File: config.mk
export PLATFORM = sky130hd
export DESIGN_NAME = wl_csrs
export DESIGN_NICKNAME = d
export VERILOG_FILES = /design/src/logic/wl_pkg.sv /design/src/logic/wl_csrs.sv
export SDC_FILE = /design/constraint.sdc
export NUM_CORES = 1
export LEC_CHECK = 0
export ABC_AREA = 1
export BUFFER_PORTS_ARGS = -buffer_cell sky130_fd_sc_hd__buf_2
export CAP_MARGIN = 20
export CORE_ASPECT_RATIO = 0.8
export CORE_MARGIN = 1
export CORE_UTILIZATION = 50
export DETAILED_ROUTE_END_ITERATION = 7
export GPL_TIMING_DRIVEN = 0
export PLACE_DENSITY = 0.87
export SETUP_SLACK_MARGIN = 0.15
export SYNTH_ARGS = -nofsm -noshare
export SYNTH_HDL_FRONTEND = slang
export SYNTH_SLANG_ARGS = --single-unit
File: constraint.sdc
create_clock -name clk_i -period 2.6 [get_ports clk_i]
set_input_delay 0.39 -clock clk_i [delete_from_list [all_inputs] [get_ports clk_i]]
set_output_delay 0.39 -clock clk_i [all_outputs]
set_load 0.005 [all_outputs]
File: src/logic/wl_pkg.sv
////////////////////////////////////////
// Shared definitions for the core data path
// Address map, bus widths, route index types and the
// request/response structs used on every port pair
////////////////////////////////////////

`default_nettype none

package wl_pkg;

  ////////////////////////////////////////
  // Widths
  ////////////////////////////////////////

  localparam int unsigned AddrWidth = 32;
  localparam int unsigned DataWidth = 32;
  localparam int unsigned StrbWidth = DataWidth / 8;

  ////////////////////////////////////////
  // Address map
  ////////////////////////////////////////

  // Data memory window, naturally aligned
  localparam logic [AddrWidth-1:0] DataMemBaseAddr = 32'h0001_0000;
  localparam logic [AddrWidth-1:0] DataMemOffset = 32'h0000_1000;
  localparam int unsigned DataMemWords = 1024;
  localparam int unsigned DataMemAddrWidth = 10;

  // Register file window
  localparam logic [AddrWidth-1:0] CsrBaseAddr = 32'h0002_0000;
  localparam logic [AddrWidth-1:0] CsrOffset = 32'h0000_0100;
  localparam int unsigned CsrNumRegs = 4;

  // Two requests in flight per route queue
  localparam int unsigned RouteDepth = 2;

  ////////////////////////////////////////
  // Route indices and port structs
  ////////////////////////////////////////

  typedef enum logic [1:0] {
    DemuxMem = 2'd0,
    DemuxCsr = 2'd1,
    DemuxExt = 2'd2
  } demux_idx_t;

  typedef enum logic {
    ArbCore = 1'b0,
    ArbBus  = 1'b1
  } arb_idx_t;

  // Request side, driven toward the target
  typedef struct packed {
    logic                 q_valid;
    logic [AddrWidth-1:0] addr;
    logic                 write;
    logic [DataWidth-1:0] data;
    logic [StrbWidth-1:0] strb;
    logic                 p_ready;
  } data_req_t;

  // Response side, driven back by the target
  typedef struct packed {
    logic                 q_ready;
    logic                 p_valid;
    logic [DataWidth-1:0] data;
    logic                 error;
  } data_rsp_t;

endpackage

`default_nettype wire
File: src/logic/wl_csrs.sv
////////////////////////////////////////
// Control register file
// Register 0 drives the end-of-computation value;
// out-of-range indices answer with an error
////////////////////////////////////////

`timescale 1ns/10ps
`default_nettype none

module wl_csrs
  import wl_pkg::*;
(
  input  wire                   clk_i,
  input  wire                   reset_i,
  input  data_req_t             req_i,
  output data_rsp_t             rsp_o,
  output logic [DataWidth-1:0]  eoc_o
);

  localparam int unsigned ByteOffset = $clog2(StrbWidth);
  localparam int unsigned RegIdxWidth = $clog2(CsrOffset / StrbWidth);
  localparam int unsigned SelWidth = $clog2(CsrNumRegs);
  localparam logic [AddrWidth-1:0] CsrMask = ~(CsrOffset - 32'd1);

  logic [DataWidth-1:0]   regs_q [CsrNumRegs];
  logic [RegIdxWidth-1:0] reg_idx;
  logic [SelWidth-1:0]    reg_sel;
  logic                   idx_valid;
  logic                   accept;
  logic                   rsp_valid_q;
  logic [DataWidth-1:0]   rsp_data_q;
  logic                   rsp_error_q;

  assign reg_idx   = req_i.addr[ByteOffset +: RegIdxWidth];
  assign reg_sel   = reg_idx[SelWidth-1:0];
  assign idx_valid = (reg_idx < RegIdxWidth'(CsrNumRegs));
  assign accept    = req_i.q_valid && rsp_o.q_ready;

  assign rsp_o.q_ready = !rsp_valid_q || req_i.p_ready;
  assign rsp_o.p_valid = rsp_valid_q;
  assign rsp_o.data    = rsp_data_q;
  assign rsp_o.error   = rsp_error_q;
  assign eoc_o         = regs_q[0];

  always_ff @(posedge clk_i) begin
    if (reset_i) begin
      rsp_valid_q <= 1'b0;
      for (int r = 0; r < CsrNumRegs; r++) begin
        regs_q[r] <= '0;
      end
    end else begin
      if (accept) begin
        rsp_valid_q <= 1'b1;
      end else if (req_i.p_ready) begin
        rsp_valid_q <= 1'b0;
      end
      // Bad index leaves the registers untouched
      if (accept && req_i.write && idx_valid) begin
        for (int b = 0; b < StrbWidth; b++) begin
          if (req_i.strb[b]) begin
            regs_q[reg_sel][b*8 +: 8] <= req_i.data[b*8 +: 8];
          end
        end
      end
    end
  end

  always_ff @(posedge clk_i) begin
    if (accept) begin
      rsp_error_q <= !idx_valid;
      rsp_data_q  <= (idx_valid && !req_i.write) ? regs_q[reg_sel] : '0;
    end
  end

  // Decoder must only route the register window here
  in_csr_window: assert property (
    @(posedge clk_i) disable iff (reset_i)
    req_i.q_valid |-> ((req_i.addr & CsrMask) == CsrBaseAddr)
  ) else $error("register request outside its window");

endmodule

`default_nettype wire

==> flow_metrics.env <==
export IMPL_setup_tns_ns=0
export IMPL_ys_ff_latch=162
export IMPL_synth_nets=720
export IMPL_cts_root_buffer="clkbuf_16"
export IMPL_pre_cts_slack_ns=0.04398
export IMPL_tightest_slew_ns=0.6223
export IMPL_whs_ns=0.2484
export IMPL_placed_cell_area_mm2=0.007886
export IMPL_path_cells="nand2_2 -> nand3_2 -> nor2_4 -> o21ai_1 -> nand3_4 -> buf_12 -> o21a_1 -> nor2_2"
export IMPL_synthTopCellsByArea="edfxtp_1, nor2_1, o21ai_0, nand2_1, a21oi_1"
export IMPL_hold_violations=0
export IMPL_grt_pass1_wl_um=26480
export IMPL_synthAdderAreaFrac_pct=0
export IMPL_wl_per_cell_um=17.70
export IMPL_yosys_area_share_xor_xnor_pct=0
export IMPL_drt_total_wl_um=17210
export IMPL_crit_family="simple AND/OR/NAND/NOR gates"
export IMPL_drtIter0Drc=532
export IMPL_syn_instance_count=647
export IMPL_grt_antenna_before_repair=0
export IMPL_cts_setup_buffers=0
export IMPL_holdBufCountCts=0
export IMPL_fin_ws_ns=0.3612
export IMPL_status="complete, no violations"
export IMPL_synth_seq_area_share_pct=68.75
export IMPL_ys_types=26
export IMPL_critPathKind="reg2reg"
export IMPL_nNetsFinal=852
export IMPL_cts_buffers=17
export IMPL_syn_area_mm2=0.007062
export IMPL_grt_overflow=0
export IMPL_syn_to_final_growth_pct=19.35
export IMPL_utilization_pct=61.55
export IMPL_die_x_um=134.9
export IMPL_drive_gt1_share_pct=22.47
export IMPL_dieArea_mm2=0.01461
export IMPL_muxShareOfSynthArea_pct=0
export IMPL_final_area_mm2=0.008428
export IMPL_fin_skew_ns=0.007811
export IMPL_grt_max_degree=24
export IMPL_hp_class="in2reg"
export IMPL_ys_async_sr_fraction_pct=0
export IMPL_ys_flop_type="edfxtp_1"
export IMPL_slowest_stage="nor2_2"
export IMPL_layout_common_cells="nor2_1, edfxtp_1, buf_2"
export IMPL_fmax_mhz=446.7
export IMPL_io_pins=140
export IMPL_grt_use_total_pct=25.19
export IMPL_dpl_hpwl_um=11710
export IMPL_final_setup_viol_count=0
export IMPL_place_gp_congestion=0.7959
export IMPL_power_leakage_nw=3.462
export IMPL_clock_path_buffers=2
export IMPL_coreArea_mm2=0.01369
export IMPL_synth_edf_count=161
export IMPL_synth_compound_area_share_pct=7.388
export IMPL_cts_sink_count=162
export IMPL_io_buffers=112
export IMPL_instances_no_fill=972
export IMPL_fin_crit_ns=2.239
export IMPL_max_slew_margin_pct=58.51
export IMPL_layout_commonest_cell="nor2_1"
export IMPL_critPathMaxStageDelay_ns=0.44
export IMPL_cap_viol_max_count=0
export IMPL_cp_arrival_ns=2.31
export IMPL_synth_simple_area_share_pct=18.94
export IMPL_yosys_warnings=0
export IMPL_avgViaCountPerCell=5.448
export IMPL_synth_top_area_share_pct=68.46
export IMPL_worst_setup_path_end_kind="register"
export IMPL_rsz0062_at_grt="no"
export IMPL_worstPathRequired_ns=2.67
export IMPL_synth_top_family_by_area="simple AND/OR/NAND/NOR gates"
export IMPL_crit_fanout=10
export IMPL_n_antenna_cell=0
export IMPL_cts_tree="built"
export IMPL_cts_htree_levels=4
export IMPL_die_h_um=108.3
export IMPL_cp_start_kind="register"
export IMPL_clk_latency_ns=0.43
export IMPL_max_vdd_ir_drop_v=0.0005322
export IMPL_grt_pass1_vias=5148
export IMPL_drv_slew=0
export IMPL_power_mw=5.629
export IMPL_clk_pin_slew_ns=0.06
export IMPL_vias=5295
export IMPL_ant_nets=0
export IMPL_syn_mean_instance_area_um2=10.91
export IMPL_drc=0
export IMPL_crit_buf_inv=1
export IMPL_rows=38
export IMPL_p_per_area_mw_per_mm2=667.8
export IMPL_drtPass1Iterations=5
export IMPL_dp_cells=940
export IMPL_min_period_over_period_pct=86.11
export IMPL_start_util_pct=51.57
export IMPL_synth_area_leader_cell="edfxtp_1"
flip-flops by register name, indices dropped and copies added, names as in the netlist:
signal	cells
regs_q	128
rsp_data_q	32
rsp_error_q	1
rsp_valid_q	1
layer usage:
| layer | track usage, % | part of all wire (%) | vias up |
|---|---|---|---|
| met5 | 0 | 0 | - |
| met4 | 10.35 | 1.9 | 0 |
| met3 | 7.220 | 10 | 35 |
| met2 | 40.83 | 48 | 324 |
| met1 | 32.03 | 39 | 2484 |
| li1 | - | - | 2452 |
cells by family (layout without fill, tap and decap cells):
group / count (synthesis) / after routing
AND/OR/NAND/NOR: 301 / 301
flip-flops: 162 / 162
AO/OA/AOI/OAI: 103 / 103
buffers and inverters: 81 / 226
Yosys cell counts, types with 3 or more instances:
cell type and instances:
a21oi_1 34, a31oi_1 3, buf_2 7, buf_4 5, clkbuf_1 20, edfxtp_1 161, inv_1 43, nand2_1 48
nand4_2 5, nand4_4 7, nor2_1 232, o21ai_0 64
final timing paths:
| kind | start | end | slack [ns] | depth (start not counted) |
|---|---|---|---|---|
| hold / removal | reset_i | rsp_valid_q | 0.25 | 2 |
| hold reg to reg | rsp_valid_q | rsp_valid_q | 0.56 | 2 |
| setup reg to reg | rsp_valid_q | regs_q[3][4] | 0.36 | 8 |
| setup / recovery | rsp_valid_q | regs_q[3][4] | 0.36 | 8 |
worst register-to-register path, stage by stage, from the launching register on:
cell and delay, ns:
dfxtp_1 0.41, nand2_2 0.09, nand3_2 0.12, nor2_4 0.06, o21ai_1 0.14, nand3_4 0.20, buf_12 0.22, o21a_1 0.19
nor2_2 0.44
repair_timing:
action,in CTS,in global routing
setup endpoints to repair,0,32
endpoints found under the hold margin,0,0
resized for setup,0,4
report_power, final:
| group | leakage [nW] | switching (mW) | internal, mW | total (mW) |
|---|---|---|---|---|
| clock | 0.264 | 0.972 | 1.31 | 2.29 |
| sequential | 1.71 | 0.0247 | 2.95 | 2.97 |
| combinational | 1.49 | 0.252 | 0.117 | 0.369 |
layout make-up:
cell class	instances	area, µm²
plain buffers	35	175.2
clock buffers	26	499.2
clock inverters	6	32.53
fillers	1096	5265
inverters	46	172.7
multi-input cells	404	1881
flip-flops and latches	162	4855
well taps	180	225.2
repair buffers	113	588.1
No activity file was read; power rests on OpenSTA's default activity.
