### config.mk
export PLATFORM = sky130hd
export DESIGN_NAME = mem_arbiter
export DESIGN_NICKNAME = d
export VERILOG_FILES = /design/src/logic/wl_pkg.sv /design/src/logic/mem_arbiter.sv /design/src/logic/route_queue.sv
export SDC_FILE = /design/constraint.sdc
export NUM_CORES = 1
export LEC_CHECK = 0
export BUFFER_PORTS_ARGS = -buffer_cell sky130_fd_sc_hd__buf_2
export CAP_MARGIN = 15
export CORE_AREA = 4 4 121 123
export DETAILED_ROUTE_END_ITERATION = 16
export DIE_AREA = 0 0 125 127
export GPL_ROUTABILITY_DRIVEN = 0
export GPL_TIMING_DRIVEN = 1
export PLACE_DENSITY = 0.46
export SLEW_MARGIN = 40
export SYNTH_ARGS = -nofsm -noshare
export SYNTH_HDL_FRONTEND = slang
export SYNTH_HIERARCHICAL = 1
export SYNTH_SLANG_ARGS = --single-unit
### constraint.sdc
create_clock -name clk_i -period 2.2 [get_ports clk_i]
set_input_delay 0.22 -clock clk_i [delete_from_list [all_inputs] [get_ports clk_i]]
set_output_delay 0.22 -clock clk_i [all_outputs]
set_load 0.005 [all_outputs]
### src/logic/wl_pkg.sv
////////////////////////////////////////
// Shared definitions for the core data path
// Address map, bus widths, route index types and the
// request/response structs used on every port pair
////////////////////////////////////////

`default_nettype none

package wl_pkg;

  ////////////////////////////////////////
  // Widths
  ////////////////////////////////////////

  localparam int unsigned AddrWidth = 32;
  localparam int unsigned DataWidth = 32;
  localparam int unsigned StrbWidth = DataWidth / 8;

  ////////////////////////////////////////
  // Address map
  ////////////////////////////////////////

  // Data memory window, naturally aligned
  localparam logic [AddrWidth-1:0] DataMemBaseAddr = 32'h0001_0000;
  localparam logic [AddrWidth-1:0] DataMemOffset = 32'h0000_1000;
  localparam int unsigned DataMemWords = 1024;
  localparam int unsigned DataMemAddrWidth = 10;

  // Register file window
  localparam logic [AddrWidth-1:0] CsrBaseAddr = 32'h0002_0000;
  localparam logic [AddrWidth-1:0] CsrOffset = 32'h0000_0100;
  localparam int unsigned CsrNumRegs = 4;

  // Two requests in flight per route queue
  localparam int unsigned RouteDepth = 2;

  ////////////////////////////////////////
  // Route indices and port structs
  ////////////////////////////////////////

  typedef enum logic [1:0] {
    DemuxMem = 2'd0,
    DemuxCsr = 2'd1,
    DemuxExt = 2'd2
  } demux_idx_t;

  typedef enum logic {
    ArbCore = 1'b0,
    ArbBus  = 1'b1
  } arb_idx_t;

  // Request side, driven toward the target
  typedef struct packed {
    logic                 q_valid;
    logic [AddrWidth-1:0] addr;
    logic                 write;
    logic [DataWidth-1:0] data;
    logic [StrbWidth-1:0] strb;
    logic                 p_ready;
  } data_req_t;

  // Response side, driven back by the target
  typedef struct packed {
    logic                 q_ready;
    logic                 p_valid;
    logic [DataWidth-1:0] data;
    logic                 error;
  } data_rsp_t;

endpackage

`default_nettype wire
### src/logic/mem_arbiter.sv
////////////////////////////////////////
// Data memory arbiter
// Shares the memory between core and bus port, core first,
// and steers each response back to its owner
////////////////////////////////////////

`timescale 1ns/10ps
`default_nettype none

module mem_arbiter
  import wl_pkg::*;
(
  input  wire       clk_i,
  input  wire       reset_i,
  input  data_req_t core_req_i,
  output data_rsp_t core_rsp_o,
  input  data_req_t bus_req_i,
  output data_rsp_t bus_rsp_o,
  output data_req_t mem_req_o,
  input  data_rsp_t mem_rsp_i
);

  localparam logic [AddrWidth-1:0] OffsetMask = DataMemOffset - 32'd1;

  arb_idx_t grant_idx;
  arb_idx_t head;
  logic     q_empty;
  logic     q_full;
  logic     push;
  logic     pop;
  logic     owner_p_ready;

  // Fixed priority, the bus only wins when the core is idle
  assign grant_idx = core_req_i.q_valid ? ArbCore : ArbBus;
  assign owner_p_ready = (head == ArbCore) ? core_req_i.p_ready : bus_req_i.p_ready;

  always_comb begin
    mem_req_o = (grant_idx == ArbCore) ? core_req_i : bus_req_i;
    // Strip the window base so the memory sees a plain offset
    mem_req_o.addr    = mem_req_o.addr & OffsetMask;
    mem_req_o.q_valid = (core_req_i.q_valid || bus_req_i.q_valid) && !q_full;
    mem_req_o.p_ready = owner_p_ready && !q_empty;
  end

  always_comb begin
    core_rsp_o.q_ready = mem_rsp_i.q_ready && !q_full;
    core_rsp_o.p_valid = mem_rsp_i.p_valid && !q_empty && (head == ArbCore);
    core_rsp_o.data    = mem_rsp_i.data;
    core_rsp_o.error   = mem_rsp_i.error;
    bus_rsp_o.q_ready  = mem_rsp_i.q_ready && !q_full && !core_req_i.q_valid;
    bus_rsp_o.p_valid  = mem_rsp_i.p_valid && !q_empty && (head == ArbBus);
    bus_rsp_o.data     = mem_rsp_i.data;
    bus_rsp_o.error    = mem_rsp_i.error;
  end

  assign push = mem_req_o.q_valid && mem_rsp_i.q_ready;
  assign pop  = mem_rsp_i.p_valid && mem_req_o.p_ready;

  route_queue #(
    .idx_t ( arb_idx_t  ),
    .Depth ( RouteDepth )
  ) i_route_queue (
    .clk_i   ( clk_i     ),
    .reset_i ( reset_i   ),
    .push_i  ( push      ),
    .idx_i   ( grant_idx ),
    .pop_i   ( pop       ),
    .idx_o   ( head      ),
    .empty_o ( q_empty   ),
    .full_o  ( q_full    )
  );

  // Every memory response goes back to exactly one granted owner
  one_owner_per_rsp: assert property (
    @(posedge clk_i) disable iff (reset_i)
    mem_rsp_i.p_valid |-> $onehot({core_rsp_o.p_valid, bus_rsp_o.p_valid})
  ) else $error("memory response without exactly one owner");

endmodule

`default_nettype wire

### src/logic/route_queue.sv
////////////////////////////////////////
// In-order FIFO of route indices
// Push on request accept, pop on response transfer;
// the head tells which port owes the next response
////////////////////////////////////////

`timescale 1ns/10ps
`default_nettype none

module route_queue
  import wl_pkg::*;
#(
  parameter type         idx_t = logic [1:0],
  parameter int unsigned Depth = RouteDepth
) (
  input  wire  clk_i,
  input  wire  reset_i,
  input  logic push_i,
  input  idx_t idx_i,
  input  logic pop_i,
  output idx_t idx_o,
  output logic empty_o,
  output logic full_o
);

  localparam int unsigned PtrWidth = (Depth > 1) ? $clog2(Depth) : 1;
  localparam int unsigned CntWidth = $clog2(Depth + 1);

  idx_t                slots_q [Depth];
  logic [PtrWidth-1:0] wr_ptr_q;
  logic [PtrWidth-1:0] rd_ptr_q;
  logic [CntWidth-1:0] count_q;

  assign empty_o = (count_q == '0);
  assign full_o  = (count_q == CntWidth'(Depth));
  assign idx_o   = slots_q[rd_ptr_q];

  // Pointers and fill level
  always_ff @(posedge clk_i) begin
    if (reset_i) begin
      wr_ptr_q <= '0;
      rd_ptr_q <= '0;
      count_q  <= '0;
    end else begin
      if (push_i) begin
        wr_ptr_q <= (wr_ptr_q == PtrWidth'(Depth - 1)) ? '0 : wr_ptr_q + 1'b1;
      end
      if (pop_i) begin
        rd_ptr_q <= (rd_ptr_q == PtrWidth'(Depth - 1)) ? '0 : rd_ptr_q + 1'b1;
      end
      case ({push_i, pop_i})
        2'b10:   count_q <= count_q + 1'b1;
        2'b01:   count_q <= count_q - 1'b1;
        default: count_q <= count_q;
      endcase
    end
  end

  always_ff @(posedge clk_i) begin
    if (push_i) begin
      slots_q[wr_ptr_q] <= idx_i;
    end
  end

  // Users must gate their handshakes with full/empty
  push_while_full: assert property (
    @(posedge clk_i) disable iff (reset_i) !(push_i && full_o)
  ) else $error("route queue pushed while full");

  pop_while_empty: assert property (
    @(posedge clk_i) disable iff (reset_i) !(pop_i && empty_o)
  ) else $error("route queue popped while empty");

endmodule

`default_nettype wire

==> results.py <==
metrics = {
    "power_and_ir_drop": {
        "irDropWorstVdd_uv": 471,
        "p_total_uw": 922,
        "power_leakage_uw": 0.00130,
        "power_density_mw_per_mm2": 405,
    },
    "die": {
        "initial_core_util": 0.133,
        "io_pins": 320,
        "core-area_mm2": 0.0137,
        "placementRows": 43,
        "dieArea_mm2": 0.0159,
        "die_h_um": 127,
        "die_x_um": 125,
    },
    "critical_path": {
        "end_kind": "flop",
        "crit_family": "simple AND/OR/NAND/NOR gates",
        "startpoint_type": "flop",
        "cp_num_buf_inv": 1,
        "ff2ff_setup_slack_ns": 0.27,
        "cp.arrival_ns": 2.10,
        "crit_required_ns": 2.36,
        "worstSetupPathType": "flop to flop",
        "crit_slowest_cell": "or3_1",
        "critical_path.max_stage_delay_ns": 0.36,
        "path_max_fanout": 3,
        "cp_cell_sequence": "and2b_2 > nand2b_1 > nor2_1 > inv_1 > ha_1 > or3_1 > a21oi_1",
    },
    "timing": {
        "final_hold_viol_count": 0,
        "setup_viol": 0,
        "fin_crit_sh": 0.879,
        "final.setup.tns_ns": 0,
        "slew_violations": 0,
        "rsz0062_at_grt": "false",
        "fmax_mhz": 517,
        "period_needed_ns": 1.93,
        "skew_ns": 0.00252,
    },
    "grt": {
        "overflow": 0,
        "globalRouteMet3Util": 0.0318,
        "grt_max_degree": 52,
        "grt_usage": 0.0572,
        "grt_pass1_vias": 1448,
        "grt.busiest_layer": "met2",
        "antenna_found_initial": 0,
        "grt_pass1_wl_um": 7500,
        "grt_use_met1": 0.0608,
        "use_met2": 0.102,
    },
    "synth": {
        "synth_ff_type": "dfxtp_1",
        "syn_area_per_cell_um2": 10.1,
        "synthArstFlopShare": 0,
        "ys_seq_area_frac": 0.0878,
        "synth_commonest_cells": "buf_4 (86), mux2_4 (47), nor2_1 (14)",
        "ys_types": 21,
        "synth_top_area_frac": 0.387,
        "synth_warnings": 6,
        "synth_edf_count": 2,
        "yosysMostFrequentCell": "buf_4",
        "postSynthCellCount": 181,
        "synth_area_leaders": "mux2_4 (39%), buf_4 (35%), dfxtp_1 (5.5%), buf_12 (4.4%), edfxtp_1 (3.3%)",
        "syn-cell-area_mm2": 0.00182,
        "synth_top_cell_by_area": "mux2_4",
        "ys_ff_latch": 7,
    },
    "cts": {
        "postCtsResizedCells": 0,
        "ctsRootBufferMaster": "clkbuf_16",
        "cts.sinks": 7,
        "cts.path.max_buffers": 2,
        "clock_latency_ns": 0.23,
        "h-tree-depth": 1,
        "cts_setup_buffers": 0,
        "holdBufCountCts": 0,
        "tritoncts": "yes",
        "clkTransAtPathRegs_ns": 0.04,
        "numCtsBuffers": 3,
    },
    "min_path": {
        "min_path_type": "input port to flop",
    },
    "routing": {
        "first_iter_violations": 10,
        "drt-total-wl_um": 5200,
        "dr.pass1.iters": 2,
        "wl_per_cell_um": 11.4,
        "viasPerCell": 3.20,
        "ant_nets": 0,
        "drc": 0,
        "vias": 1452,
    },
    "layout": {
        "final_cells": 454,
        "area_growth_pct": 24.9,
        "layout.nets": 455,
        "fillers": 1548,
        "num_antenna_cells": 0,
        "drive_above_1_share": 0.788,
    },
    "status": {
        "status": "finished, final reports clean",
    },
    "flow_run": {
        "cap_violations": 0,
    },
    "placed_design": {
        "placement.io_buffers": 160,
        "dp.final_hpwl_um": 4590,
        "dp_cells": 450,
    },
}
[final timing paths]
check                      startpoint                        to  cells after the start
max          i_route_queue/count_q[0]  i_route_queue/count_q[1]                      7
max reg2reg  i_route_queue/count_q[0]  i_route_queue/count_q[1]                      7
min                           reset_i  i_route_queue/count_q[1]                      2
min reg2reg  i_route_queue/count_q[1]  i_route_queue/count_q[1]                      2
[metrics by stage]
stage          cell area (um^2)  utilization  hold slack (ns)  setup WS (ns)
4_1_cts                    2280        0.167            0.216          0.216
6_report                   2280        0.167            0.213          0.266
2_1_floorplan              1900            -            0.289          0.354
3_5_place_dp               2200        0.161            0.440          0.221
5_1_grt                    2280        0.167            0.230          0.105
3_3_place_gp               2200        0.161            0.440          0.251
[worst register-to-register path: cells and delay by family, from the launching register on]
family	cells	cell delay, ns
adder cells (fa/ha/maj)	1	0.34
flip-flops	1	0.31
buffers and inverters	1	0.09
AND/OR/NAND/NOR	4	1.00
AO/OA/AOI/OAI	1	0.13
[final cells by class]
cell class / instances / area (um^2) / area share
clock buffer: 4 / 78.8 / 0.0346
inverter: 4 / 15.0 / 0.00659
multi-input combinational: 97 / 968 / 0.425
sequential: 7 / 160 / 0.0703
tap: 180 / 225 / 0.0988
timing repair buffer: 162 / 831 / 0.365
[routing by layer]
layer | part of all wire | vias to the layer above
met1 | 0.36 | 640
met3 | 0.15 | 0
met2 | 0.48 | 140
met5 | 0 | -
met4 | 0 | 0
li1 | - | 672
[logic make-up after synthesis]
kind of cell | share of synthesized area
adders and majority gates | 0.00686
muxes | 0.411
other | 0.00206
and+or+nand+nor | 0.0473
xor gates and xnor gates | 0.0192
AOI/OAI and AO/OA | 0.00548
buffers and inverters | 0.420
DFF | 0.0878
[power breakdown]
group	internal, uW	leakage (uW)	switching, uW	total (uW)
clock network	241	0.0000382	65.3	306
registers	154	0.0000596	9.92	164
logic	276	0.00120	175	451
[placed cells by master, fill, tap and decap left out, types with 2 or more instances in the layout]
cell         n
conb_1      20
mux2_4      47
nand2b_1     2
mux2_2       3
buf_4        2
dfxtp_1      5
clkbuf_16    3
edfxtp_1     2
xnor2_1      3
inv_1        4
nor2_1      14
buf_2      159
Note: power is estimated with default switching activity, not from simulation.
