File: src/logic/wl_pkg.sv
////////////////////////////////////////
// Shared definitions for the core data path
// Address map, bus widths, route index types and the
// request/response structs used on every port pair
////////////////////////////////////////

`default_nettype none

package wl_pkg;

  ////////////////////////////////////////
  // Widths
  ////////////////////////////////////////

  localparam int unsigned AddrWidth = 32;
  localparam int unsigned DataWidth = 32;
  localparam int unsigned StrbWidth = DataWidth / 8;

  ////////////////////////////////////////
  // Address map
  ////////////////////////////////////////

  // Data memory window, naturally aligned
  localparam logic [AddrWidth-1:0] DataMemBaseAddr = 32'h0001_0000;
  localparam logic [AddrWidth-1:0] DataMemOffset = 32'h0000_1000;
  localparam int unsigned DataMemWords = 1024;
  localparam int unsigned DataMemAddrWidth = 10;

  // Register file window
  localparam logic [AddrWidth-1:0] CsrBaseAddr = 32'h0002_0000;
  localparam logic [AddrWidth-1:0] CsrOffset = 32'h0000_0100;
  localparam int unsigned CsrNumRegs = 4;

  // Two requests in flight per route queue
  localparam int unsigned RouteDepth = 2;

  ////////////////////////////////////////
  // Route indices and port structs
  ////////////////////////////////////////

  typedef enum logic [1:0] {
    DemuxMem = 2'd0,
    DemuxCsr = 2'd1,
    DemuxExt = 2'd2
  } demux_idx_t;

  typedef enum logic {
    ArbCore = 1'b0,
    ArbBus  = 1'b1
  } arb_idx_t;

  // Request side, driven toward the target
  typedef struct packed {
    logic                 q_valid;
    logic [AddrWidth-1:0] addr;
    logic                 write;
    logic [DataWidth-1:0] data;
    logic [StrbWidth-1:0] strb;
    logic                 p_ready;
  } data_req_t;

  // Response side, driven back by the target
  typedef struct packed {
    logic                 q_ready;
    logic                 p_valid;
    logic [DataWidth-1:0] data;
    logic                 error;
  } data_rsp_t;

endpackage

`default_nettype wire
File: src/logic/data_demux.sv
////////////////////////////////////////
// Core data port decoder
// Routes each request to memory, registers or the external
// port by base/mask match and returns responses in order
////////////////////////////////////////

`timescale 1ns/10ps
`default_nettype none

module data_demux
  import wl_pkg::*;
(
  input  wire       clk_i,
  input  wire       reset_i,
  input  data_req_t core_req_i,
  output data_rsp_t core_rsp_o,
  output data_req_t mem_req_o,
  input  data_rsp_t mem_rsp_i,
  output data_req_t csr_req_o,
  input  data_rsp_t csr_rsp_i,
  output data_req_t ext_req_o,
  input  data_rsp_t ext_rsp_i
);

  localparam logic [AddrWidth-1:0] MemMask = ~(DataMemOffset - 32'd1);
  localparam logic [AddrWidth-1:0] CsrMask = ~(CsrOffset - 32'd1);

  demux_idx_t sel;
  demux_idx_t head;
  logic       tgt_ready;
  logic       q_empty;
  logic       q_full;
  logic       push;
  logic       pop;
  data_rsp_t  head_rsp;

  ////////////////////////////////////////
  // Request path
  ////////////////////////////////////////

  // Anything outside both windows falls through to external
  always_comb begin
    if ((core_req_i.addr & MemMask) == DataMemBaseAddr) begin
      sel = DemuxMem;
    end else if ((core_req_i.addr & CsrMask) == CsrBaseAddr) begin
      sel = DemuxCsr;
    end else begin
      sel = DemuxExt;
    end
  end

  always_comb begin
    case (sel)
      DemuxMem: tgt_ready = mem_rsp_i.q_ready;
      DemuxCsr: tgt_ready = csr_rsp_i.q_ready;
      default:  tgt_ready = ext_rsp_i.q_ready;
    endcase
  end

  // Valid only reaches a target when the route can be recorded
  always_comb begin
    mem_req_o = core_req_i;
    csr_req_o = core_req_i;
    ext_req_o = core_req_i;
    mem_req_o.q_valid = core_req_i.q_valid && !q_full && (sel == DemuxMem);
    csr_req_o.q_valid = core_req_i.q_valid && !q_full && (sel == DemuxCsr);
    ext_req_o.q_valid = core_req_i.q_valid && !q_full && (sel == DemuxExt);
    mem_req_o.p_ready = core_req_i.p_ready && !q_empty && (head == DemuxMem);
    csr_req_o.p_ready = core_req_i.p_ready && !q_empty && (head == DemuxCsr);
    ext_req_o.p_ready = core_req_i.p_ready && !q_empty && (head == DemuxExt);
  end

  ////////////////////////////////////////
  // Response path
  ////////////////////////////////////////

  always_comb begin
    case (head)
      DemuxMem: head_rsp = mem_rsp_i;
      DemuxCsr: head_rsp = csr_rsp_i;
      default:  head_rsp = ext_rsp_i;
    endcase
  end

  always_comb begin
    core_rsp_o.q_ready = !q_full && tgt_ready;
    core_rsp_o.p_valid = !q_empty && head_rsp.p_valid;
    core_rsp_o.data    = head_rsp.data;
    core_rsp_o.error   = head_rsp.error;
  end

  assign push = core_req_i.q_valid && core_rsp_o.q_ready;
  assign pop  = core_rsp_o.p_valid && core_req_i.p_ready;

  route_queue #(
    .idx_t ( demux_idx_t ),
    .Depth ( RouteDepth  )
  ) i_route_queue (
    .clk_i   ( clk_i   ),
    .reset_i ( reset_i ),
    .push_i  ( push    ),
    .idx_i   ( sel     ),
    .pop_i   ( pop     ),
    .idx_o   ( head    ),
    .empty_o ( q_empty ),
    .full_o  ( q_full  )
  );

  // Targets only answer requests that were routed to them
  rsp_without_route: assert property (
    @(posedge clk_i) disable iff (reset_i)
    (mem_rsp_i.p_valid || csr_rsp_i.p_valid || ext_rsp_i.p_valid) |-> !q_empty
  ) else $error("target response with empty route queue");

endmodule

`default_nettype wire

File: src/logic/route_queue.sv
////////////////////////////////////////
// In-order FIFO of route indices
// Push on request accept, pop on response transfer;
// the head tells which port owes the next response
////////////////////////////////////////

`timescale 1ns/10ps
`default_nettype none

module route_queue
  import wl_pkg::*;
#(
  parameter type         idx_t = logic [1:0],
  parameter int unsigned Depth = RouteDepth
) (
  input  wire  clk_i,
  input  wire  reset_i,
  input  logic push_i,
  input  idx_t idx_i,
  input  logic pop_i,
  output idx_t idx_o,
  output logic empty_o,
  output logic full_o
);

  localparam int unsigned PtrWidth = (Depth > 1) ? $clog2(Depth) : 1;
  localparam int unsigned CntWidth = $clog2(Depth + 1);

  idx_t                slots_q [Depth];
  logic [PtrWidth-1:0] wr_ptr_q;
  logic [PtrWidth-1:0] rd_ptr_q;
  logic [CntWidth-1:0] count_q;

  assign empty_o = (count_q == '0);
  assign full_o  = (count_q == CntWidth'(Depth));
  assign idx_o   = slots_q[rd_ptr_q];

  // Pointers and fill level
  always_ff @(posedge clk_i) begin
    if (reset_i) begin
      wr_ptr_q <= '0;
      rd_ptr_q <= '0;
      count_q  <= '0;
    end else begin
      if (push_i) begin
        wr_ptr_q <= (wr_ptr_q == PtrWidth'(Depth - 1)) ? '0 : wr_ptr_q + 1'b1;
      end
      if (pop_i) begin
        rd_ptr_q <= (rd_ptr_q == PtrWidth'(Depth - 1)) ? '0 : rd_ptr_q + 1'b1;
      end
      case ({push_i, pop_i})
        2'b10:   count_q <= count_q + 1'b1;
        2'b01:   count_q <= count_q - 1'b1;
        default: count_q <= count_q;
      endcase
    end
  end

  always_ff @(posedge clk_i) begin
    if (push_i) begin
      slots_q[wr_ptr_q] <= idx_i;
    end
  end

  // Users must gate their handshakes with full/empty
  push_while_full: assert property (
    @(posedge clk_i) disable iff (reset_i) !(push_i && full_o)
  ) else $error("route queue pushed while full");

  pop_while_empty: assert property (
    @(posedge clk_i) disable iff (reset_i) !(pop_i && empty_o)
  ) else $error("route queue popped while empty");

endmodule

`default_nettype wire

File: config.mk
export PLATFORM = sky130hd
export DESIGN_NAME = data_demux
export DESIGN_NICKNAME = d
export VERILOG_FILES = /design/src/logic/wl_pkg.sv /design/src/logic/data_demux.sv /design/src/logic/route_queue.sv
export SDC_FILE = /design/constraint.sdc
export NUM_CORES = 1
export LEC_CHECK = 0
export BUFFER_PORTS_ARGS = -buffer_cell sky130_fd_sc_hd__buf_2
export CAP_MARGIN = 25
export CORE_AREA = 2 2 167 169
export CTS_BUF_LIST = sky130_fd_sc_hd__clkbuf_8
export DETAILED_ROUTE_END_ITERATION = 8
export DIE_AREA = 0 0 169 171
export SYNTH_ARGS = -nofsm -noshare
export SYNTH_HDL_FRONTEND = slang
export SYNTH_SLANG_ARGS = --single-unit
File: constraint.sdc
create_clock -name clk_i -period 3.2 [get_ports clk_i]
set_clock_uncertainty 0.15 [all_clocks]
set_input_delay 0.96 -clock clk_i [delete_from_list [all_inputs] [get_ports clk_i]]
set_output_delay 0.96 -clock clk_i [all_outputs]
set_load 0.01 [all_outputs]
==> results.json, run 1 <==
{
  "slew_headroom_pct": 74.72,
  "cts_buffers": 3,
  "synth_edf_count": 4,
  "setup_viol": 2,
  "syn_nets": 554,
  "reg2reg_depth": 7,
  "finalCritPeriodShare_pct": 105.6,
  "place_ws_ns": -0.3926,
  "drc_errors": 0,
  "antennaDiodeCount": 0,
  "synth_cells": 375,
  "grt-ovfl-total": 0,
  "postSynthAreaPerCell_um2": 7.410,
  "core_mm2": 0.02732,
  "rsz0062_at_grt": "yes",
  "grt_pass1_wl_mm": 11.13,
  "yosysSeqAreaShare_pct": 7.924,
  "root_buffer": "clkbuf_8",
  "final_cell_mix": "buf_2 (243), nor2_1 (44), mux2i_1 (34), a21oi_1 (34), buf_4 (27)",
  "drt_iter0_markers": 54,
  "max_freq_mhz": 295.8,
  "setup_ws_ns": -0.1801,
  "cp_data_arrival_time_ns": 2.27,
  "grt_max_degree": 71,
  "crit_path_end_kind": "output port",
  "min_path_cells": 2,
  "leakage_nw": 1.652,
  "ys_warn_count": 0,
  "avgRoutedWirePerCell_um": 11.56,
  "ys.flop_type": "dfxtp_1",
  "ios": 426,
  "worstSetupPathType": "in -> out",
  "tightest_slew_ns": 0.3752,
  "final_common_cell": "buf_2",
  "ys_seq_elements": 9,
  "hp-class": "reg -> reg",
  "drv_cap": 0,
  "gp_congestion": 0.7401,
  "rows": 61,
  "fin_util_pct": 11.86,
  "yosysUniqueCellTypes": 33,
  "whs_ns": 0.3647,
  "slew_viol_final": 0,
  "cts.path.max_buffers": 2,
  "start_kind": "input port",
  "antenna_found_initial": 0,
  "hold_violations": 0,
  "netlist_area_mm2": 0.002779,
  "drive_gt1_share_pct": 67.82,
  "die_w_um": 169,
  "layout.nets": 615,
  "power.density_mw_per_mm2": 213.1,
  "period_needed_ns": 3.380,
  "initial_core_util_pct": 10.17,
  "violations": "negative setup slack",
  "setup-tns-final_ns": -0.3353,
  "clock_sinks": 9,
  "insertion_delay_ns": 0.22,
  "grt_pass1_vias": 2028,
  "drt_wl_total_mm": 9.025,
  "fp.dieArea_mm2": 0.02890,
  "async_flop_share_pct": 0,
  "cp.required_ns": 2.09,
  "cts_htree_levels": 1,
  "viasPerCell": 3.108,
  "portBuffers": 245,
  "vias": 2427,
  "first_pass_iters": 4,
  "run_status": "finished, violations left",
  "cts_tree": "built",
  "ir_drop_mv": 0.1709,
  "final_antenna_net_count": 0,
  "place.detailed.hpwl_mm": 7.796,
  "die_h_um": 171,
  "cts.clk_slew.worst_paths_ns": 0.04,
  "grt_usage_pct": 5.180,
  "area_growth_pct": 16.61,
  "path_max_fanout": 3
}
worst paths after layout:
check	from	endpoint	slack (ns)
setup / recovery	core_req_i[66]	core_rsp_o[34]	-0.18
hold / removal	i_route_queue.rd_ptr_q	flip-flop	0.36
setup reg to reg	flip-flop	i_route_queue.count_q[1]	0.59
hold reg to reg	i_route_queue.rd_ptr_q	flip-flop	0.36
cell families after synthesis:
kind of cell	Yosys count	share of synthesized area [%]
XOR/XNOR	3	0.9457
AO/OA/AOI/OAI	40	8.015
flip-flops	9	7.925
adder cells (fa/ha/maj)	1	0.4502
AND/OR/NAND/NOR	65	10.94
buffers and inverters	219	57.81
multiplexers	38	13.91
metrics by stage:
stage,area (um2),total power [W],instances
floorplan,2779,0.0005651,375
global placement,3095,0.0005634,776
detailed placement,3095,0.0005701,776
CTS,3212,0.0007017,780
global route,3241,0.0007402,781
finish,3241,0.0006905,781
worst max-delay path, cell delays in order:
cell	delay (ns)
buf_6	0.10
nor4_4	0.25
buf_4	0.17
nand3_4	0.10
a211o_1	0.27
and2_4	0.14
o21a_1	0.15
buf_2	0.13
layout make-up:
class | instances | area, um2
Multi-Input combinational cell | 147 | 1057
Inverter | 1 | 3.754
Clock inverter | 1 | 3.754
Fill cell | 3163 | 24080
Timing Repair Buffer | 274 | 1481
Sequential cell | 9 | 220.2
Clock buffer | 3 | 41.29
Tap cell | 346 | 432.9
cells in the mapped netlist (2+ instances only):
library cell  number  share of area, %
buf_2              3              0.54
xnor2_1            2              0.63
a21oi_1           34               6.1
dfxtp_1            5               3.6
and2_2             2              0.54
nor2_1            44               5.9
and2_1             2              0.45
nor3_1             2              0.36
buf_4            208                56
edfxtp_1           4               4.3
nor4_1             5               1.1
clkbuf_1           6              0.81
mux2i_1           36                13
nor3b_1            2              0.54
o21ai_0            2              0.36
repair_timing:
| action | CTS | global route |
|---|---|---|
| setup buffers | 0 | 1 |
| resized for setup | 11 | 4 |
| pin swaps | 5 | 1 |
| setup endpoints to repair | 5 | 4 |
| hold buffers | 0 | 0 |
power breakdown:
part	internal [W]	switching, W	total, W
Clock	0.0000830	0.0000385	0.000121
Sequential	0.000129	0.0000105	0.000139
Combinational	0.000216	0.000214	0.000430
Total	0.000427	0.000263	0.000690
per-layer routing:
layer	track usage, %	vias up	wire length, um
li1	-	1136	-
met1	4.621	1014	2833
met2	9.266	230	4375
met3	2.336	47	1318
met4	3.828	0	498
met5	0	-	0
Note: power is estimated with default switching activity, not from simulation.
==> run 2, diff against run 1 <==
--- a/config.mk
+++ b/config.mk
@@ -7,10 +7,11 @@
 export LEC_CHECK = 0
 export BUFFER_PORTS_ARGS = -buffer_cell sky130_fd_sc_hd__buf_2
 export CAP_MARGIN = 25
-export CORE_AREA = 2 2 167 169
+export CORE_AREA = 2 2 166 168
 export CTS_BUF_LIST = sky130_fd_sc_hd__clkbuf_8
 export DETAILED_ROUTE_END_ITERATION = 8
-export DIE_AREA = 0 0 169 171
+export DIE_AREA = 0 0 168 170
+export SLEW_MARGIN = 20
 export SYNTH_ARGS = -nofsm -noshare
 export SYNTH_HDL_FRONTEND = slang
 export SYNTH_SLANG_ARGS = --single-unit
==> constraint.sdc (replaced) <==
create_clock -name clk_i -period 2.9 [get_ports clk_i]
set_clock_uncertainty 0.15 [all_clocks]
set_input_delay 0.87 -clock clk_i [delete_from_list [all_inputs] [get_ports clk_i]]
set_output_delay 0.87 -clock clk_i [all_outputs]
set_load 0.01 [all_outputs]
==> run 2 against run 1 <==
Against the previous run:
- the flow still finishes with violations (negative setup slack)
- worst setup slack worse by 0.099 ns
- critical path depth fell by 1
- combinational power is 17% higher
- die area down 1.2%
- via count grew 1.2%
- global-route usage shrank 0.28 points
- register-to-register slack got worse by 0.22 ns
- design area is 3.9% higher
- routed wire length down 5.0%
- largest power group unchanged
- largest cell class unchanged
- sequential share of layout area down 0.26 points
- hold slack got worse by 0.0050 ns
==> results.json, run 2 (synthesis results as in run 1) <==
{
  "finalCritPeriodShare_pct": 109.6,
  "setup_viol": 4,
  "finish.instance_area_mm2": 0.003367,
  "cts_buffers": 3,
  "period_needed_ns": 3.179,
  "final_common_cell": "buf_2",
  "min_path_cells": 2,
  "max_freq_mhz": 314.5,
  "insertion_delay_ns": 0.23,
  "die_w_um": 168,
  "ir_drop_mv": 0.1430,
  "setup_ws_ns": -0.2792,
  "cp.depth": 7,
  "worstSetupPathType": "in -> out",
  "reg2reg_depth": 9,
  "cts_tree": "built",
  "violations": "negative setup slack",
  "portBuffers": 245,
  "final_cell_mix": "buf_2 (239), nor2_1 (44), mux2i_1 (33)",
  "drt_wl_total_mm": 8.574,
  "antennaDiodeCount": 0,
  "crit_path_end_kind": "output port",
  "area_growth_pct": 21.16,
  "drc_errors": 0,
  "critical-path-top-delay-family": "simple AND/OR/NAND/NOR gates",
  "slew_viol_final": 0,
  "grt_usage_pct": 4.905,
  "clock_sinks": 9,
  "run_status": "finished, violations left",
  "root_buffer": "clkbuf_8",
  "cp_common_cell": "buf_2",
  "cp_cell_sequence": "buf_2 > nor4_2 > nand2_1 > a211o_1 > and2_4 > o21a_1 > buf_2",
  "crit_start": "core_req_i[61]",
  "rsz0062_at_grt": "yes",
  "grt_pass1_vias": 2080,
  "fin_cells": 783,
  "path_buf_inv": 2,
  "slew_headroom_pct": 75.51,
  "ios": 426,
  "cts_htree_levels": 1,
  "core_mm2": 0.02665,
  "cts.clk_slew.worst_paths_ns": 0.04,
  "grt_pass1_wl_mm": 10.79,
  "drv_cap": 0,
  "first_pass_iters": 4,
  "initial_core_util_pct": 10.43,
  "place.detailed.hpwl_mm": 7.396,
  "rows": 60,
  "dp_cells": 776,
  "die_h_um": 170,
  "leakage_nw": 1.698,
  "hp-start": "i_route_queue.rd_ptr_q",
  "hp-class": "reg -> reg",
  "layout.nets": 622,
  "tightest_slew_ns": 0.3635,
  "drive_gt1_share_pct": 69.00,
  "grt-ovfl-total": 0,
  "dpl-instance-area_mm2": 0.003163,
  "place_ws_ns": -0.4287,
  "critPathMaxStageDelay_ns": 0.33,
  "viasPerCell": 3.138,
  "fp.dieArea_mm2": 0.02856,
  "gp_congestion": 0.7524,
  "path_max_fanout": 3,
  "power.density_mw_per_mm2": 235.7,
  "avgRoutedWirePerCell_um": 10.95,
  "drt_iter0_markers": 55,
  "final_antenna_net_count": 0,
  "cp.required_ns": 1.88,
  "cts.path.max_buffers": 2,
  "start_kind": "input port",
  "grt_max_degree": 53,
  "antenna_found_initial": 0,
  "cp_slowest_cell": "a211o_1",
  "vias": 2457,
  "cp_data_arrival_time_ns": 2.16,
  "hold_violations": 0
}
run 2: cell count changes in the layout (fill, tap and decap cells not counted), moves of 2 or more:
cell / before / now
a21oi_1: 34 / 32
buf_2: 243 / 239
buf_6: 2 / 7
and2_4: 1 / 3
a21oi_2: 0 / 2
buf_4: 27 / 30
run 2: final timing paths:
check	to	slack, ns
worst max-delay path	core_rsp_o[34]	-0.28
worst min-delay path	flip-flop	0.36
worst max register to register	i_route_queue.count_q[1]	0.37
worst min register to register	flip-flop	0.36
run 2: final cells by class:
class	instances	area, um2
clock buffers	3	41.29
clock inverters	1	3.754
fillers	3073	23280
inverters	1	3.754
multi-input cells	147	1064
flip-flops and latches	9	220.2
well taps	341	426.7
repair buffers	281	1608
run 2: layer usage:
metal / part of all wire, % / up-vias / wire (um) / global-route usage (%)
li1: - / 1152 / - / -
met1: 33 / 1047 / 2844 / 4.636
met2: 49 / 229 / 4185 / 8.821
met3: 15 / 29 / 1268 / 2.372
met4: 3.2 / 0 / 276 / 2.571
met5: 0 / - / 0 / 0
run 2: worst reg2reg max path: cells and delay by family (launching register included):
kind | cells | cell delay, ns
AND/OR/NAND/NOR | 2 | 0.43
XOR/XNOR | 1 | 0.13
AO/OA/AOI/OAI | 1 | 0.11
multiplexers | 3 | 0.95
flip-flops | 1 | 0.38
adder cells (fa/ha/maj) | 1 | 0.16
buffers and inverters | 1 | 0.17
run 2: through the flow:
stage	TNS, ns	utilization [%]	hold slack, ns	power (W)
after CTS	-0.8350	12.44	0.3656	0.0007972
after detailed placement	-2.307	11.87	0.3483	0.0006373
after global routing	-1.105	12.63	0.3966	0.0008503
after global placement	-2.397	11.87	0.3492	0.0006324
final	-0.6858	12.63	0.3597	0.0007934
after floorplan	0	-	0.3251	0.0006244
run 2: power breakdown:
part / internal, W / switching [W]
registers: 0.000142 / 0.0000110
logic: 0.000258 / 0.000244
clock network: 0.0000919 / 0.0000461
total: 0.000492 / 0.000301
run 2: what timing repair did:
item	4_1_cts	5_1_grt
endpoints found under the setup margin	13	8
resized for setup	16	6
hold buffers	0	0
cloned	0	1
setup buffers	2	0
pin swaps	1	3
==> run 3, diff against run 2 <==
==> constraint.sdc (replaced) <==
create_clock -name clk_i -period 2.9 [get_ports clk_i]
set_clock_uncertainty 0.15 [all_clocks]
set_input_delay 0.58 -clock clk_i [delete_from_list [all_inputs] [get_ports clk_i]]
set_output_delay 0.58 -clock clk_i [all_outputs]
set_load 0.01 [all_outputs]
==> run 3 against run 2 <==
Against the previous run:
- the run now ends clean
- routed wire length about the same
- global-route usage increased by 0.32 points
- first-iteration DRC count increased by 7.3%
- non-clock buffer count decreased by 28
- largest power group unchanged
==> results.json, run 3 (synthesis results as in run 1) <==
{
  "run_status": "complete, no violations",
  "path_max_fanout": 4,
  "slew_viol_final": 0,
  "rr_endpoint": "i_route_queue.count_q[1]",
  "antenna_found_initial": 0,
  "drv_cap": 0,
  "cp_slowest_cell": "a211o_1",
  "rows": 60,
  "path_buf_inv": 2,
  "cp.required_ns": 2.17,
  "power.density_mw_per_mm2": 246.8,
  "reg2reg_depth": 7,
  "layout.nets": 594,
  "drt_iter0_markers": 59,
  "cp_data_arrival_time_ns": 2.00,
  "grt_pass1_vias": 2072,
  "first_pass_iters": 4,
  "fin_cells": 755,
  "final_antenna_net_count": 0,
  "portBuffers": 245,
  "regArea_um2": 220.2,
  "core_mm2": 0.02665,
  "cp_common_cell": "buf_2",
  "grt_usage_pct": 5.221,
  "critPathMaxStageDelay_ns": 0.32,
  "die_h_um": 170,
  "place.detailed.hpwl_mm": 7.460,
  "initial_core_util_pct": 10.43,
  "clock_sinks": 9,
  "crit_path_end_kind": "output port",
  "drt_wl_total_mm": 8.570,
  "min_path_cells": 2,
  "die_w_um": 168,
  "antennaDiodeCount": 0,
  "avgRoutedWirePerCell_um": 11.35,
  "leakage_nw": 1.524,
  "dpl-instance-area_mm2": 0.002927,
  "setup_viol": 0,
  "ios": 426,
  "finish.instance_area_mm2": 0.002998,
  "gp_congestion": 0.7731,
  "multiInputGateArea_mm2": 0.001003,
  "drc_errors": 0,
  "holdBufCountCts": 0,
  "fillerInstances": 3100,
  "r2r_setup_slack_ns": 0.34,
  "final_cell_mix": "buf_2 (245), nor2_1 (44), mux2i_1 (34), a21oi_1 (34), buf_4 (7)",
  "worstSetupPathType": "in -> out",
  "max_freq_mhz": 366.5,
  "cp_cell_sequence": "buf_2 > nor4_4 > nand3_2 > a211o_1 > and2_4 > o21a_1 > buf_2",
  "root_buffer": "clkbuf_8",
  "fp.dieArea_mm2": 0.02856,
  "drive_gt1_share_pct": 64.73,
  "slew_headroom_pct": 66.51,
  "vias": 2313,
  "hp-class": "reg -> reg",
  "min_to": "i_route_queue.rd_ptr_q",
  "insertion_delay_ns": 0.23,
  "finalCritPeriodShare_pct": 94.08,
  "grt_pass1_wl_mm": 11.43,
  "period_needed_ns": 2.728,
  "tightest_slew_ns": 0.4971,
  "cts.path.max_buffers": 2,
  "hp-start": "i_route_queue.rd_ptr_q",
  "cts.clk_slew.worst_paths_ns": 0.04,
  "cts_buffers": 3,
  "dp_cells": 751,
  "hold_violations": 0,
  "critical-path-top-delay-family": "simple AND/OR/NAND/NOR gates",
  "grt_max_degree": 37,
  "cts_htree_levels": 1,
  "viasPerCell": 3.064,
  "rsz0062_at_grt": "no",
  "ir_drop_mv": 0.1630,
  "start_kind": "input port",
  "final_common_cell": "buf_2",
  "area_growth_pct": 7.880,
  "grt-ovfl-total": 0,
  "cts_tree": "built"
}
-- run 3: worst max-delay path by stage --
| stage | startpoint | endpoint | slack, ns | cells past startpoint |
|---|---|---|---|---|
| 6_report | core_req_i[51] | core_rsp_o[34] | 0.17 | 7 |
| 2_1_floorplan | core_req_i[65] | i_route_queue.count_q[1] | 0.31 | 8 |
| 3_3_place_gp | core_req_i[51] | i_route_queue.count_q[1] | -0.05 | 9 |
| 4_1_cts | core_req_i[65] | core_rsp_o[34] | 0.03 | 7 |
| 3_5_place_dp | core_req_i[51] | i_route_queue.count_q[1] | -0.09 | 9 |
| 5_1_grt | core_req_i[51] | core_rsp_o[34] | 0.07 | 7 |
-- run 3: timing repair --
| item | CTS | global route |
|---|---|---|
| resized for setup | 1 | 3 |
| setup endpoints to repair | 1 | 1 |
| pin swaps | 1 | 1 |
| buffers inserted | 0 | 0 |
-- run 3: metrics by stage --
| stage | power (W) | utilization [%] | setup TNS [ns] | hold slack [ns] | setup WS [ns] |
|---|---|---|---|---|---|
| after global routing | 0.0007954 | 11.25 | 0 | 0.3950 | 0.06787 |
| after global placement | 0.0006047 | 10.98 | -0.04670 | 0.3501 | -0.04670 |
| after detailed placement | 0.0006112 | 10.98 | -0.1063 | 0.3548 | -0.09251 |
| final | 0.0007400 | 11.25 | 0 | 0.3655 | 0.1716 |
| after floorplan | 0.0006235 | - | 0 | 0.3251 | 0.3057 |
| after CTS | 0.0007525 | 11.17 | 0 | 0.3699 | 0.02745 |
-- run 3: per-layer routing --
metal  vias to the layer above  wire (um)  track usage (%)
met4                         0        258            2.533
met2                       225       4069            9.073
met3                        23       1177            2.326
met5                         -          0                0
li1                       1101          -                -
met1                       964       3065            5.379
-- run 3: tightest hold or removal path, cell delays in order (launching register included) --
cell and delay [ns]:
dfxtp_1 0.32, xnor2_1 0.08, nor2_1 0.08
-- run 3: final cells by class --
class	instances	area share (%)
Timing Repair Buffer	253	43.32
Clock inverter	1	0.1252
Multi-Input combinational cell	147	33.47
Inverter	1	0.1252
Sequential cell	9	7.346
Tap cell	341	14.23
Clock buffer	3	1.377
-- run 3: power by group --
group,internal (W),leakage [nW],total [W],switching [W]
registers,0.000142,0.0742,0.000151,0.00000932
clock network,0.0000917,0.0269,0.000136,0.0000445
logic,0.000219,1.42,0.000452,0.000233
total,0.000453,1.52,0.000740,0.000287
